$ cat src/verilog/lsu_pkg.sv
// **********************************************************
// shared widths, tag type, opcodes and records of the
// load/store unit. every module and the testbench pull these
// in with a wildcard import in the module header
// **********************************************************

package lsu_pkg;

    // data path and tag widths
    localparam int DATA_W = 32;
    localparam int TAG_W = 5;

    // buffer geometry
    localparam int LSB_DEPTH = 8;
    localparam int LSB_IDX_W = 3;

    // 256 words, byte address bits 9:2
    localparam int MEM_ADDR_W = 8;

    // reorder buffer tag, zero means no producer
    typedef logic [TAG_W-1:0] rob_tag_t;

    typedef enum logic {
        op_lw = 1'b0,
        op_sw = 1'b1
    } ls_op_e;

    // record written through the dispatch port
    typedef struct packed {
        ls_op_e              op;
        rob_tag_t            tag;
        rob_tag_t            base_tag;
        logic [DATA_W-1:0]   base_val;
        rob_tag_t            data_tag;
        logic [DATA_W-1:0]   data_val;
        logic [DATA_W-1:0]   imm;
    } lsb_entry_t;

    // result broadcast, both the external bus and the load bus
    typedef struct packed {
        logic                valid;
        rob_tag_t            tag;
        logic [DATA_W-1:0]   value;
    } cdb_t;

    // operation handed from the buffer head to the memory stage
    typedef struct packed {
        ls_op_e              op;
        rob_tag_t            tag;
        logic [DATA_W-1:0]   base_val;
        logic [DATA_W-1:0]   imm;
        logic [DATA_W-1:0]   data_val;
    } mem_op_t;

    // memory stage sequence, one pass per issued operation
    typedef enum logic [1:0] {
        st_idle    = 2'd0,
        st_req     = 2'd1,
        st_release = 2'd2,
        st_done    = 2'd3
    } mem_state_e;

endpackage
$ cat src/verilog/ls_buffer.sv
// **********************************************************
// circular load/store buffer. takes dispatched operations at
// the tail, resolves waiting operands from the external bus
// and the load result bus, and issues only the oldest entry.
// stores leave only when their tag is the reorder buffer head
// **********************************************************

`timescale 1ns/1ps

module ls_buffer
    import lsu_pkg::*;
(
    input  logic        clk,
    input  logic        rst_n,
    input  logic        flush,
    input  logic        dispatch_valid,
    input  lsb_entry_t  dispatch,
    input  rob_tag_t    rob_head,
    input  cdb_t        cdb_ext,
    input  cdb_t        cdb_load,
    input  logic        mem_busy,
    output logic        full,
    output logic        issue_valid,
    output mem_op_t     issue
);

    lsb_entry_t             entries [LSB_DEPTH];
    logic [LSB_DEPTH-1:0]   busy;
    logic [LSB_IDX_W-1:0]   head;
    logic [LSB_IDX_W-1:0]   tail;
    logic [LSB_IDX_W:0]     count;
    logic [LSB_IDX_W:0]     count_next;

    lsb_entry_t             head_entry;
    logic                   head_ready;
    logic                   do_dispatch;
    logic                   can_issue;

    // a valid broadcast with a real tag that matches the waiting operand
    function automatic logic bus_hit(rob_tag_t wait_tag, cdb_t bus);
        return bus.valid && (bus.tag != '0) && (bus.tag == wait_tag);
    endfunction

    // resolve base and data of one record, external bus first
    function automatic lsb_entry_t snoop(lsb_entry_t e, cdb_t ext, cdb_t ld);
        lsb_entry_t r;
        r = e;
        if (bus_hit(e.base_tag, ext)) begin
            r.base_tag = '0;
            r.base_val = ext.value;
        end else if (bus_hit(e.base_tag, ld)) begin
            r.base_tag = '0;
            r.base_val = ld.value;
        end
        if (bus_hit(e.data_tag, ext)) begin
            r.data_tag = '0;
            r.data_val = ext.value;
        end else if (bus_hit(e.data_tag, ld)) begin
            r.data_tag = '0;
            r.data_val = ld.value;
        end
        return r;
    endfunction

    assign head_entry = entries[head];
    assign do_dispatch = dispatch_valid && !full;

    // loads need only the base; stores need both operands and commit
    always_comb begin
        head_ready = busy[head] && (head_entry.base_tag == '0);
        if (head_entry.op == op_sw) begin
            head_ready = head_ready && (head_entry.data_tag == '0)
                         && (head_entry.tag == rob_head);
        end
    end

    // the stage only reports busy from the cycle after the pulse
    assign can_issue = head_ready && !mem_busy && !issue_valid;

    always_comb begin
        count_next = count;
        if (do_dispatch && !can_issue) begin
            count_next = count + 1'b1;
        end else if (!do_dispatch && can_issue) begin
            count_next = count - 1'b1;
        end
    end

    // control state, cleared by reset or flush
    always_ff @(posedge clk) begin
        if (!rst_n || flush) begin
            busy        <= '0;
            head        <= '0;
            tail        <= '0;
            count       <= '0;
            full        <= 1'b0;
            issue_valid <= 1'b0;
        end else begin
            if (do_dispatch) begin
                busy[tail] <= 1'b1;
                tail       <= tail + 1'b1;
            end
            if (can_issue) begin
                busy[head] <= 1'b0;
                head       <= head + 1'b1;
            end
            count       <= count_next;
            full        <= (count_next == LSB_DEPTH);
            issue_valid <= can_issue;
        end
    end

    // entry payload; a new entry also sees this cycle's broadcasts
    always_ff @(posedge clk) begin
        for (int i = 0; i < LSB_DEPTH; i++) begin
            if (busy[i]) begin
                entries[i] <= snoop(entries[i], cdb_ext, cdb_load);
            end
        end
        if (do_dispatch) begin
            entries[tail] <= snoop(dispatch, cdb_ext, cdb_load);
        end
    end

    // issued operation, held until the next pulse
    always_ff @(posedge clk) begin
        if (can_issue) begin
            issue <= '{
                op:       head_entry.op,
                tag:      head_entry.tag,
                base_val: head_entry.base_val,
                imm:      head_entry.imm,
                data_val: head_entry.data_val
            };
        end
    end

endmodule

$ cat config.mk
export PLATFORM = sky130hd
export DESIGN_NAME = ls_buffer
export DESIGN_NICKNAME = d
export VERILOG_FILES = /design/src/verilog/lsu_pkg.sv /design/src/verilog/ls_buffer.sv
export SDC_FILE = /design/constraint.sdc
export NUM_CORES = 2
export LEC_CHECK = 0
export BUFFER_PORTS_ARGS = -buffer_cell sky130_fd_sc_hd__buf_2
export CORE_UTILIZATION = 55
export DETAILED_ROUTE_END_ITERATION = 12
export MAX_ROUTING_LAYER = met4
export PLACE_DENSITY_LB_ADDON = 0.12
export SYNTH_ARGS = -nofsm -noshare
export SYNTH_HDL_FRONTEND = slang
export SYNTH_SLANG_ARGS = --single-unit
$ cat constraint.sdc
create_clock -name clk -period 4.7 [get_ports clk]
set_input_delay 0.47 -clock clk [delete_from_list [all_inputs] [get_ports clk]]
set_output_delay 0.47 -clock clk [all_outputs]
set_load 0.02 [all_outputs]
== After elaboration in Yosys (flattened, before gate mapping) ==
Memories as Yosys holds them, arrays and structs flattened. A register that Yosys moved wholly into a read port is not among the register bits.
Cells that the tools add are included.

* Output and inout bits: 104
* Logic and storage cells: 206
* Memory bits (read-only): 0
* Memory bits (writable): 896
* Latch bits: 0
* Bits of input ports: 198
* Memories: 1
* Bits in registers: 122

* Shift-type cells: 0
* Reduce and logical (&&, ||, !) cells: 59
* Eq/ne operators: 38
* Multiply operators: 0
* Add/subtract/negate cells: 4
* Div/mod/pow operators: 0
* Muxes and demuxes: 86
* Magnitude comparators: 4
* Bitwise logic cells: 3

{| class="wikitable"
|+ Memory list
! memory !! words !! bits a word !! rd ports !! clocked after Yosys merged registers in !! write ports !! line !! RTL
|-
| entries || 8 || 112 || 9 || 1 || 9 || ls_buffer.sv:27 || <nowiki>lsb_entry_t entries [LSB_DEPTH];</nowiki>
|}

{| class="wikitable"
|+ Operators by type and width
! cell !! number
|-
| $mux 37 || 54
|-
| $eq 5x5->1 || 37
|-
| $logic_and 1x1->1 || 48
|-
| $mux 8 || 3
|-
| $mux 1 || 22
|-
| $logic_not 5->1 || 2
|-
| $reduce_bool 5->1 || 2
|-
| $and 8x8->8 || 1
|-
| $lt 3x4->1 const B || 2
|-
| $mux 4 || 2
|-
| $not 8->8 || 1
|-
| $or 8x8->8 || 1
|-
| $add 3x1->3 const B || 2
|-
| $demux 1 s3 || 2
|-
| $ge 3x1->1 const B || 2
|-
| $logic_not 1->1 || 6
|-
| $mux 3 || 2
|-
| $add 4x1->4 const B || 1
|-
| $eq 4x4->1 const B || 1
|-
| $sub 4x1->4 const B || 1
|-
| $bmux 1 s3 || 1
|-
| $logic_or 1x1->1 || 1
|}

== Logic depth before layout (Yosys ltp) ==
* Depth in word-level cells: 12
* Mapped depth: 12
* Gate-level depth less buffers: 9

== Worst setup path before layout ==
Ideal clock, no wire load.

* Path type: flip-flop to flip-flop
* Start point: reg with a tool-made name
* End point: reg count[1]
* Stages on the path, launching flop included: 11
* Arrival time: 3.514 ns
* Path buffers: 2
* Setup time: 0.087 ns
* Period minus slack after synthesis: 3.601 ns
* Setup slack: 1.099 ns
* Cells stage by stage: dfxtp_1 > buf_6 > mux4_2 > mux2_4 > xor2_1 > nor4b_2 > o21ai_2 > buf_6 > inv_2 > a21oi_1 > a221oi_2

{| class="wikitable"
|+ RTL lines
! item !! line !! RTL
|-
| end signal, assigned || ls_buffer.sv:107 || <nowiki>count <= count_next;</nowiki>
|-
| end, declared || ls_buffer.sv:31 || <nowiki>logic [LSB_IDX_W:0] count;</nowiki>
|}

==> impl_metrics.toml <==
[run_status]
status = "finished clean"

[detailed_routing]
drcViolationCount = 0
vias = 34200
drt-pass1-iter-count = 6
ant_nets = 0
routed_via_density = 6.27
routed_wl_mm = 152
drt-wirelength-per-cell_um = 27.9
drtIter0Drc = 3810

[synth]
yosys.cell_types.count = 47
syn_area_um2 = 52500
ys_seq_elements = 1021
yosysSeqAreaShare = 0.580
synth_area_per_cell_um2 = 13.1
synth-edff-count = 998
async_flop_share = 0
synth_top_area_frac = 0.571
syn_nets = 4212
yosys.area.top_type = "edfxtp_1"
syn_inst = 4010
synthFlopType = "edfxtp_1"
ys.warnings.count = 0
synth.area.top_cells = "edfxtp_1 57%, mux2i_1 11%, mux4_2 8.7%"

[flow_run]
drv_cap = 0

[clock_tree]
cts_tree = "yes"
clock_path_buffers = 3
clk_pin_slew_ps = 60
clk_latency_ps = 720
cts_resized = 0
root_buffer = "clkbuf_16"
clock_sinks = 1021
cts_inserted_buffers = 106
cts_max_level = 3

[global_route]
first_global_vias = 33400
grt_max_degree = 146
antenna_found_initial = 11
grt_use_total = 0.323
overflow = 0
grt_pass1_wl_mm = 224

[floorplanning]
core_um2 = 93900
pin_count = 302
die_area_um2 = 96600
die_h_um = 311
initial_core_util = 0.559
rows = 112
die_w_um = 311

[critical_path]
path_cells = "mux4_2, mux2_2, xor2_1, nor2_1, nor4b_2, o21ai_2, inv_6, buf_12, a21oi_1, a221oi_2"
worstSetupPathType = "register to register"
arrival_ps = 4230
cpPeakStageDelay_ps = 800
cp_top_family = "multiplexers"
cp.required_ps = 5310
slowest_stage = "dfxtp_4"
cp_max_fo = 40
critical_path_buf_inv_count = 2
endpoint_kind = "register"
start_kind = "register"

[finish]
layout-drive-gt1-share = 0.219
synthToLayoutAreaGrowth_pct = 11.4
layoutNonFillerInstCount = 5459
final_common_cell = "edfxtp_1"
final_util = 0.623
final_cell_mix = "998 x edfxtp_1, 593 x mux2i_1, 474 x nand2_1"
final_area_um2 = 58500
nets = 4313

[timing]
finalHoldViolCount = 0
clock_skew_ps = 33.2
rsz0062_at_grt = "false"
worst_pin_slew_ps = 1230
slew_headroom = 0.181
finalSetupViolations = 0
max_freq_mhz = 276
layout_min_cycle_time_ps = 3620
finalSetupTns_ps = 0
post-route-period-util = 0.770
slew_violations = 0

[placed_design]
hpwl_mm = 85.3
io_buffers = 301
gp_congestion = 0.855
dp_cells = 5255
place_area_um2 = 55100

[power_and_ir_drop]
peakVddDrop_v = 0.000297
power_density_nw_per_um2 = 338
leakage_uw = 0.0178

[min_path]
hold_path.class = "primary input to register"
[metrics by stage]
stage | setup WS [ps] | total power, µW | hold WS [ps]
2_1_floorplan | 1100 | 11300 | 498
3_3_place_gp | 1010 | 11700 | 532
3_5_place_dp | 973 | 11700 | 534
4_1_cts | 1080 | 19800 | 7.11
5_1_grt | 876 | 20300 | 26.7
6_report | 1080 | 19800 | 44.7
[layer usage]
layer / part of all wire / routed length [µm] / vias up / GRT usage
met1: 0.40 / 61200 / 17100 / 0.429
met3: 0.081 / 12400 / 319 / 0.0479
met2: 0.48 / 73300 / 1654 / 0.512
met4: 0.036 / 5500 / 0 / 0.111
li1: - / - / 15200 / -
met5: 0 / 0 / - / -
[registers in the layout (all words and copies together) (netlist names), named ones only]
name and cells:
busy 8, count 4, entries 896, full 1, head 3, issue 102
issue_valid 1, tail 3
[kinds of logic (layout without fill, tap and decap cells)]
family / Yosys count / in the layout / share of synthesized area
compound gates: 628 / 628 / 0.0632
xor+xnor: 193 / 193 / 0.0322
fa+ha+maj: 4 / 4 / 0.000954
buf+inv: 424 / 608 / 0.0337
flops: 1021 / 1021 / 0.580
mux: 893 / 893 / 0.221
other cells: 0 / 11 / 0
simple gates: 847 / 847 / 0.0689
[final cells by class]
cell class	count	area [µm²]
tap	1254	1570
clock buffer	134	2790
multi-input combinational	2565	20500
clock inverter	57	527
inverter	17	98.8
timing repair buffer	400	2550
sequential	1021	30400
fill	7236	35400
antenna	11	27.5
[worst paths after layout]
| path | from | end | slack (ps) | cells past startpoint |
|---|---|---|---|---|
| worst max-delay path | register | count[1] | 1080 | 10 |
| worst min-delay path | dispatch[106] | entries[5][106] | 40 | 1 |
| worst max register to register | register | count[1] | 1080 | 10 |
| worst min register to register | count[1] | count[1] | 550 | 2 |
[cells in the mapped netlist (38+ instances only)]
master	count
nor2_1	236
o21ai_1	38
o21ai_0	408
mux2i_1	593
clkbuf_1	233
mux4_2	202
a21oi_1	137
xor2_1	78
buf_1	78
edfxtp_1	998
nand2_1	490
xnor2_1	115
nand3_1	40
buf_2	76
mux2_2	97
[repair_timing]
action | 4_1_cts | 5_1_grt
endpoints found under the hold margin | 9 | 0
hold buffers | 2 | 0
setup buffers | 0 | 0
[power breakdown]
part           switching [µW]  internal, µW  total [µW]  leakage [µW]
logic                     888           498        1390       0.00688
registers                41.9         10100       10200       0.00934
clock network            3630          4590        8220       0.00160
(Power assumes the default switching activity.)
