File: src/verilog/lsu_pkg.sv
// **********************************************************
// shared widths, tag type, opcodes and records of the
// load/store unit. every module and the testbench pull these
// in with a wildcard import in the module header
// **********************************************************

package lsu_pkg;

    // data path and tag widths
    localparam int DATA_W = 32;
    localparam int TAG_W = 5;

    // buffer geometry
    localparam int LSB_DEPTH = 8;
    localparam int LSB_IDX_W = 3;

    // 256 words, byte address bits 9:2
    localparam int MEM_ADDR_W = 8;

    // reorder buffer tag, zero means no producer
    typedef logic [TAG_W-1:0] rob_tag_t;

    typedef enum logic {
        op_lw = 1'b0,
        op_sw = 1'b1
    } ls_op_e;

    // record written through the dispatch port
    typedef struct packed {
        ls_op_e              op;
        rob_tag_t            tag;
        rob_tag_t            base_tag;
        logic [DATA_W-1:0]   base_val;
        rob_tag_t            data_tag;
        logic [DATA_W-1:0]   data_val;
        logic [DATA_W-1:0]   imm;
    } lsb_entry_t;

    // result broadcast, both the external bus and the load bus
    typedef struct packed {
        logic                valid;
        rob_tag_t            tag;
        logic [DATA_W-1:0]   value;
    } cdb_t;

    // operation handed from the buffer head to the memory stage
    typedef struct packed {
        ls_op_e              op;
        rob_tag_t            tag;
        logic [DATA_W-1:0]   base_val;
        logic [DATA_W-1:0]   imm;
        logic [DATA_W-1:0]   data_val;
    } mem_op_t;

    // memory stage sequence, one pass per issued operation
    typedef enum logic [1:0] {
        st_idle    = 2'd0,
        st_req     = 2'd1,
        st_release = 2'd2,
        st_done    = 2'd3
    } mem_state_e;

endpackage
File: src/verilog/mem_stage.sv
// **********************************************************
// memory stage of the load/store unit. takes one issued
// operation at a time, forms the word address and runs the
// four-phase req/ack handshake with data memory. loads end
// with a broadcast on the load bus, stores with st_done
// **********************************************************

`timescale 1ns/1ps

module mem_stage
    import lsu_pkg::*;
(
    input  logic                    clk,
    input  logic                    rst_n,
    input  logic                    flush,
    input  logic                    issue_valid,
    input  mem_op_t                 issue,
    input  logic                    mem_ack,
    input  logic [DATA_W-1:0]       mem_rdata,
    output logic                    mem_busy,
    output logic                    mem_req,
    output logic                    mem_we,
    output logic [MEM_ADDR_W-1:0]   mem_addr,
    output logic [DATA_W-1:0]       mem_wdata,
    output cdb_t                    cdb_load,
    output logic                    st_done,
    output rob_tag_t                st_tag
);

    // sequencer state and the operation in flight
    mem_state_e             state;
    mem_op_t                op_q;
    logic [DATA_W-1:0]      rdata_q;
    logic [DATA_W-1:0]      byte_addr;
    logic                   flushed;

    always_ff @(posedge clk) begin
        if (!rst_n) begin
            state   <= st_idle;
            flushed <= 1'b0;
        end else begin
            case (state)
                st_idle: begin
                    if (issue_valid) begin
                        state   <= st_req;
                        flushed <= flush;
                    end
                end
                st_req: begin
                    flushed <= flushed | flush;
                    if (mem_ack) begin
                        state <= st_release;
                    end
                end
                st_release: begin
                    flushed <= flushed | flush;
                    // wait for memory to drop ack
                    if (!mem_ack) begin
                        state <= lsu_pkg::st_done;
                    end
                end
                lsu_pkg::st_done: begin
                    state <= st_idle;
                end
                default: begin
                    state <= st_idle;
                end
            endcase
        end
    end

    // operation and read data
    always_ff @(posedge clk) begin
        if (state == st_idle && issue_valid) begin
            op_q <= issue;
        end
        if (state == st_req && mem_ack) begin
            rdata_q <= mem_rdata;
        end
    end

    assign byte_addr = op_q.base_val + op_q.imm;
    assign mem_addr  = byte_addr[MEM_ADDR_W+1:2];
    assign mem_wdata = op_q.data_val;
    assign mem_we    = (op_q.op == op_sw);
    assign mem_req   = (state == st_req);
    assign mem_busy  = (state != st_idle);

    // flushed loads finish the handshake but stay silent
    always_comb begin
        cdb_load.valid = (state == lsu_pkg::st_done) && (op_q.op == op_lw) && !flushed;
        cdb_load.tag   = op_q.tag;
        cdb_load.value = rdata_q;
    end

    assign st_done = (state == lsu_pkg::st_done) && (op_q.op == op_sw);
    assign st_tag  = op_q.tag;

endmodule

File: config.mk
export PLATFORM = sky130hd
export DESIGN_NAME = mem_stage
export DESIGN_NICKNAME = d
export VERILOG_FILES = /design/src/verilog/lsu_pkg.sv /design/src/verilog/mem_stage.sv
export SDC_FILE = /design/constraint.sdc
export NUM_CORES = 1
export LEC_CHECK = 0
export ABC_AREA = 1
export BUFFER_PORTS_ARGS = -buffer_cell sky130_fd_sc_hd__buf_4
export CAP_MARGIN = 20
export CORE_UTILIZATION = 43
export DETAILED_ROUTE_END_ITERATION = 8
export PLACE_DENSITY = 0.91
export REMOVE_ABC_BUFFERS = 1
export SKIP_CTS_REPAIR_TIMING = 1
export SYNTH_ARGS = -nofsm -noshare
export SYNTH_HDL_FRONTEND = slang
export SYNTH_SLANG_ARGS = --single-unit
File: constraint.sdc
create_clock -name clk -period 3.33 [get_ports clk]
set_clock_uncertainty 0.15 [all_clocks]
set_input_delay 0.333 -clock clk [delete_from_list [all_inputs] [get_ports clk]]
set_output_delay 0.333 -clock clk [all_outputs]
set_load 0.05 [all_outputs]
### After elaboration in Yosys (flattened, before gate mapping)

Index checks and enable logic that the tools add are counted.

* register bits: 93
* input port bits: 139
* output and inout bits: 87
* word-level logic and storage cells: 35

* add/sub/neg operators: 1
* equality and inequality tests: 6
* mux-type cells: 6
* bitwise operators: 2
* reductions and logical operators: 12

Operators with widths (count)
* 10-bit adder: 1
* 2-bit case mux with 4 select lines: 1
* 2-bit two-way mux: 3
* 2-bit inequality test (second input constant): 3
* 1-bit logical AND: 5
* 2-bit == test (second input constant): 2
* 2-bit nonzero test: 2
* 3-bit AND reduction: 1
* 2-bit by 1-bit == test with 1-bit output (second input constant): 1
* 2-bit logical NOT: 1
* 1-bit case mux with 2 select lines: 1
* 2-bit AND reduction: 1
* 2-bit OR reduction: 1
* 1-bit logical NOT: 1
* 1-bit two-way mux: 1
* 1-bit inverter: 1
* 1-bit OR: 1

### Longest topological paths before layout

* depth after elaboration: 4
* gate-level depth with buffers: 9

### Worst setup path before layout

No wires, ideal clock.

* path type: reg2reg
* start point: register state[1]
* end point: register op_q (netlist bit mem_wdata[0]), enable pin
* library setup time: 0.412 ns
* arrival time: 1.830 ns
* slack: 0.938 ns
* stages on the path, launching flop included: 5
* period minus slack after synthesis: 2.392 ns
* path through: dfxtp_1 -> inv_1 -> ha_1 -> nand2_1 -> inv_1

* longest elaborated chain between the ends: 2

RTL lines
* start, declared: RTL line mem_stage.sv:31 `mem_state_e state;`
* start signal, assigned: RTL line mem_stage.sv:39 `state <= st_idle;`
* start signal, assigned: RTL line mem_stage.sv:45 `state <= st_req;`
* start signal, assigned: RTL line mem_stage.sv:52 `state <= st_release;`
* 2-bit logical NOT: RTL line mem_stage.sv:74 `if (state == st_idle && issue_valid) begin`
* 1-bit logical AND: RTL line mem_stage.sv:74
* end signal, assigned: RTL line mem_stage.sv:75 `op_q <= issue;`
* end, declared: RTL line mem_stage.sv:32 `mem_op_t op_q;`

No other way between the ends.
A chain may end at the register's enable or synchronous reset.

### Final worst setup path

* start point: register op_q[34] (netlist bit)
* end point: output mem_addr[5]

* longest elaborated chain between the ends: 1

RTL lines
* 10-bit adder: RTL line mem_stage.sv:82 `assign byte_addr = op_q.base_val + op_q.imm;`
* end, declared: RTL line mem_stage.sv:23 `output logic [MEM_ADDR_W-1:0] mem_addr,`

No other way between the ends.

==> results <==
- The first detailed-routing pass took 4 iterations.
- The floorplan die width is 95.0 um.
- The clock latency reported for the late side of the worst-skew pair is 0.34 ns.
- The proportion of layout cells with a drive suffix above 1 is 41.9%.
- Entering global routing, the biggest net connects 46 pins.
- In the final routed layout, each cell accounts on average for 16.2 um.
- STA classifies the critical path endpoint as an output port.
- The layout has 503 filler cells.
- The number of placement rows is 33.
- The summed instance area of the synthesized netlist is 3720 sq um.
- For the worst setup path, the data arrival time is 1.92 ns.
- The most critical setup path has its startpoint at op_q[34]$_DFFE_PP_.
- The number of synthesis warnings is 0.
- The type of the setup path with the least slack is register to output port.
- The global placement routability congestion is 0.822.
- The peak clock frequency supported by timing is 415 MHz.
- For the final routed database, the setup TNS stands at 0 ns.
- For this design the ratio of total power to cell area is 746 nW/um^2.
- The cell at the root of the clock tree is sky130_fd_sc_hd__clkbuf_8.
- The final hold violation count is 0.
- The number of standard cells in the final layout excluding fillers is 602.
- The fraction of the cycle the final worst path needs is 72.3%.
- The core region is 8300 sq um.
- The initial antenna violation count is 0.
- At the worst endpoint, the required time is 2.85 ns.
- The total count of max-transition violations in the final report came to 0.
- The die covers 9020 sq um.
- The effective utilization at floorplan is 44.8%.
- The leakage dissipation is 0.00263 uW.
- The commonest non-fill, non-tap cell in the layout is sky130_fd_sc_hd__buf_4.
- The startpoint identified for the worst register-to-register timing path is state[1]$_SDFFE_PN0P_.
- In this run, synthesis produced a sequential element count of 93.
- Summing all multi-input logic gate instances after layout gives 553 sq um.
- For this block, the routed nets add up to 9750 um of wire.
- Counting I/O delays and the setup requirement, the final critical path takes 2.41 ns.
- During I/O placement, the number of pins put on the boundary was 226.
- In the routed design, unresolved DRC markers number 0.
- The peak fanout along the critical path is 4.
- Setup repair after global routing left no endpoint under its margin.
- The vias per cell is 4.56.
- In the layout the commonest cells are sky130_fd_sc_hd__buf_4, sky130_fd_sc_hd__dlygate4sd3_1, sky130_fd_sc_hd__edfxtp_1.
- Input and output buffers added on the ports amount to 181.
- The critical hold path startpoint is rst_n.
- Summing the sequential cell areas from Yosys gives 74.3% of the chip area.
- The maximum count of clock buffers along a single path is 2.
- The total via count in the routed design is 2747.
- Counting tap cells, the placed design contains a total of 496 instances.
- The via count of the first global-routing pass is 2537.
- The synthesized instance count is 250.
- The post-synthesis area per instance is 14.9 sq um.
- After the last flow step, the layout net total stands at 643.
- The die is 95.0 um tall.
- The worst hold path belongs to the class primary input to register.
- Clock-pin slew was measured on the worst setup and hold paths at 0.10 ns.
- The H-tree generated during clock tree synthesis spans 3 levels.
- VDD sags by at most 0.512 mV.
- The area taken by flip-flops and latches is 2760 sq um.
- The tree built by TritonCTS fans out to 93 sinks.
- The worst setup path is launched from a register.
- The total setup violations reported at the end of the flow is 0.
- 0 antenna diodes ended up in the layout.
- The wire-length estimate of the detail-placed layout is 6190 um.
- The global-route wire length before repair is 11500 um.
- Cells fill 72.2% of the core in the end.
- Relative to the synthesized area, the layout overhead comes to 61.3%.
- The run finished with clean final reports.
- The count of nets left with antenna violations after detail routing is 0.
- For this block, the initial DRC count from the detailed router was 76.
- In the global route stage, overall resource usage came out at 17.5%.
- In this run the tightest slew margin relative to its limit is 61.4%.
- TritonCTS built the clock tree.
- In this run, distinct cell masters in the synthesized netlist total 26.
- The total clock buffers created by CTS is 9.
- The overflow left after global routing is 0.
- Across the run, the number of max-cap violations was 0.
- The worst-margin pin slew is 0.580 ns.
## worst paths after layout
check | cells past startpoint | end | slack (ns)
worst min register to register | 2 | flushed$_SDFFE_PN0P_ | 0.38
worst min-delay path | 3 | state[1]$_SDFFE_PN0P_ | 0.10
worst max-delay path | 8 | mem_addr[5] | 0.92
worst max register to register | 5 | mem_wdata[16]$_DFFE_PP_ | 1.08
## power by group
group          leakage, uW  switching (uW)  internal [uW]
combinational      0.00167            1440            624
clock            0.0000903             436            289
sequential        0.000866            86.8           1590
## flip-flops by register name (all words and copies together), names as in the netlist
signal,flops
rdata_q,32
flushed,1
mem_wdata,32
state,2
op_q,20
mem_we,1
st_tag,5
## through the flow
| step | worst slack, ns | area, sq um | hold slack (ns) | total power, uW |
|---|---|---|---|---|
| 4_1_cts | 0.893 | 5090 | -0.0260 | 4390 |
| 2_1_floorplan | 0.938 | 3400 | 0.282 | 3050 |
| 5_1_grt | 0.743 | 6000 | 0.0869 | 4670 |
| 3_3_place_gp | 1.26 | 4910 | 0.317 | 3600 |
| 6_report | 0.923 | 6000 | 0.102 | 4470 |
| 3_5_place_dp | 1.09 | 4910 | 0.352 | 3670 |
## synth_stat cells, drive strengths merged
cell type	n	area (sq um)
edfxtp	90	2700
nand2	45	169
buf	42	315
inv	22	82.6
ha	12	150
nand3	7	47.6
nor2	7	28.8
a21oi	5	32.5
xor2	4	35.0
dfxtp	3	60.1
o21bai	3	26.3
o21ai	2	13.8
a21boi	1	7.51
clkinv	1	3.75
nand3b	1	7.51
nand4	1	6.26
nor3	1	5.00
nor3b	1	7.51
o211ai	1	7.51
or2	1	8.76
## cell families (layout without fill, tap and decap cells)
family | count (synthesis) | count (layout) | synth area share [%]
AO/OA/AOI/OAI | 12 | 12 | 2.36
adder cells (fa/ha/maj) | 12 | 12 | 4.04
AND/OR/NAND/NOR | 64 | 64 | 7.54
flip-flops | 93 | 93 | 74.3
XOR/XNOR | 4 | 4 | 0.942
buffers and inverters | 65 | 312 | 10.8
## per-layer routing
layer | track usage [%] | share of wire, %
met4 | 7.95 | 2.3
met2 | 32.7 | 59
met5 | 0 | 0
met1 | 16.6 | 33
met3 | 6.76 | 6.4
## critical path, stage by stage (launching register included)
cell                       delay (ns)
sky130_fd_sc_hd__edfxtp_1        0.38
sky130_fd_sc_hd__ha_1            0.37
sky130_fd_sc_hd__nand2_1         0.10
sky130_fd_sc_hd__nand2_1         0.07
sky130_fd_sc_hd__o21bai_2        0.21
sky130_fd_sc_hd__nand2_1         0.10
sky130_fd_sc_hd__nand3_1         0.08
sky130_fd_sc_hd__nand2_1         0.08
sky130_fd_sc_hd__buf_4           0.19
## cell type report
| cell class | instances | area share (%) |
|---|---|---|
| flip-flops and latches | 93 | 46.1 |
| repair buffers | 273 | 37.9 |
| multi-input cells | 92 | 9.22 |
| well taps | 105 | 2.19 |
| clock buffers | 9 | 2.07 |
| inverters | 23 | 1.44 |
| clock inverters | 7 | 1.06 |
No activity file was read; power rests on OpenSTA's default activity.
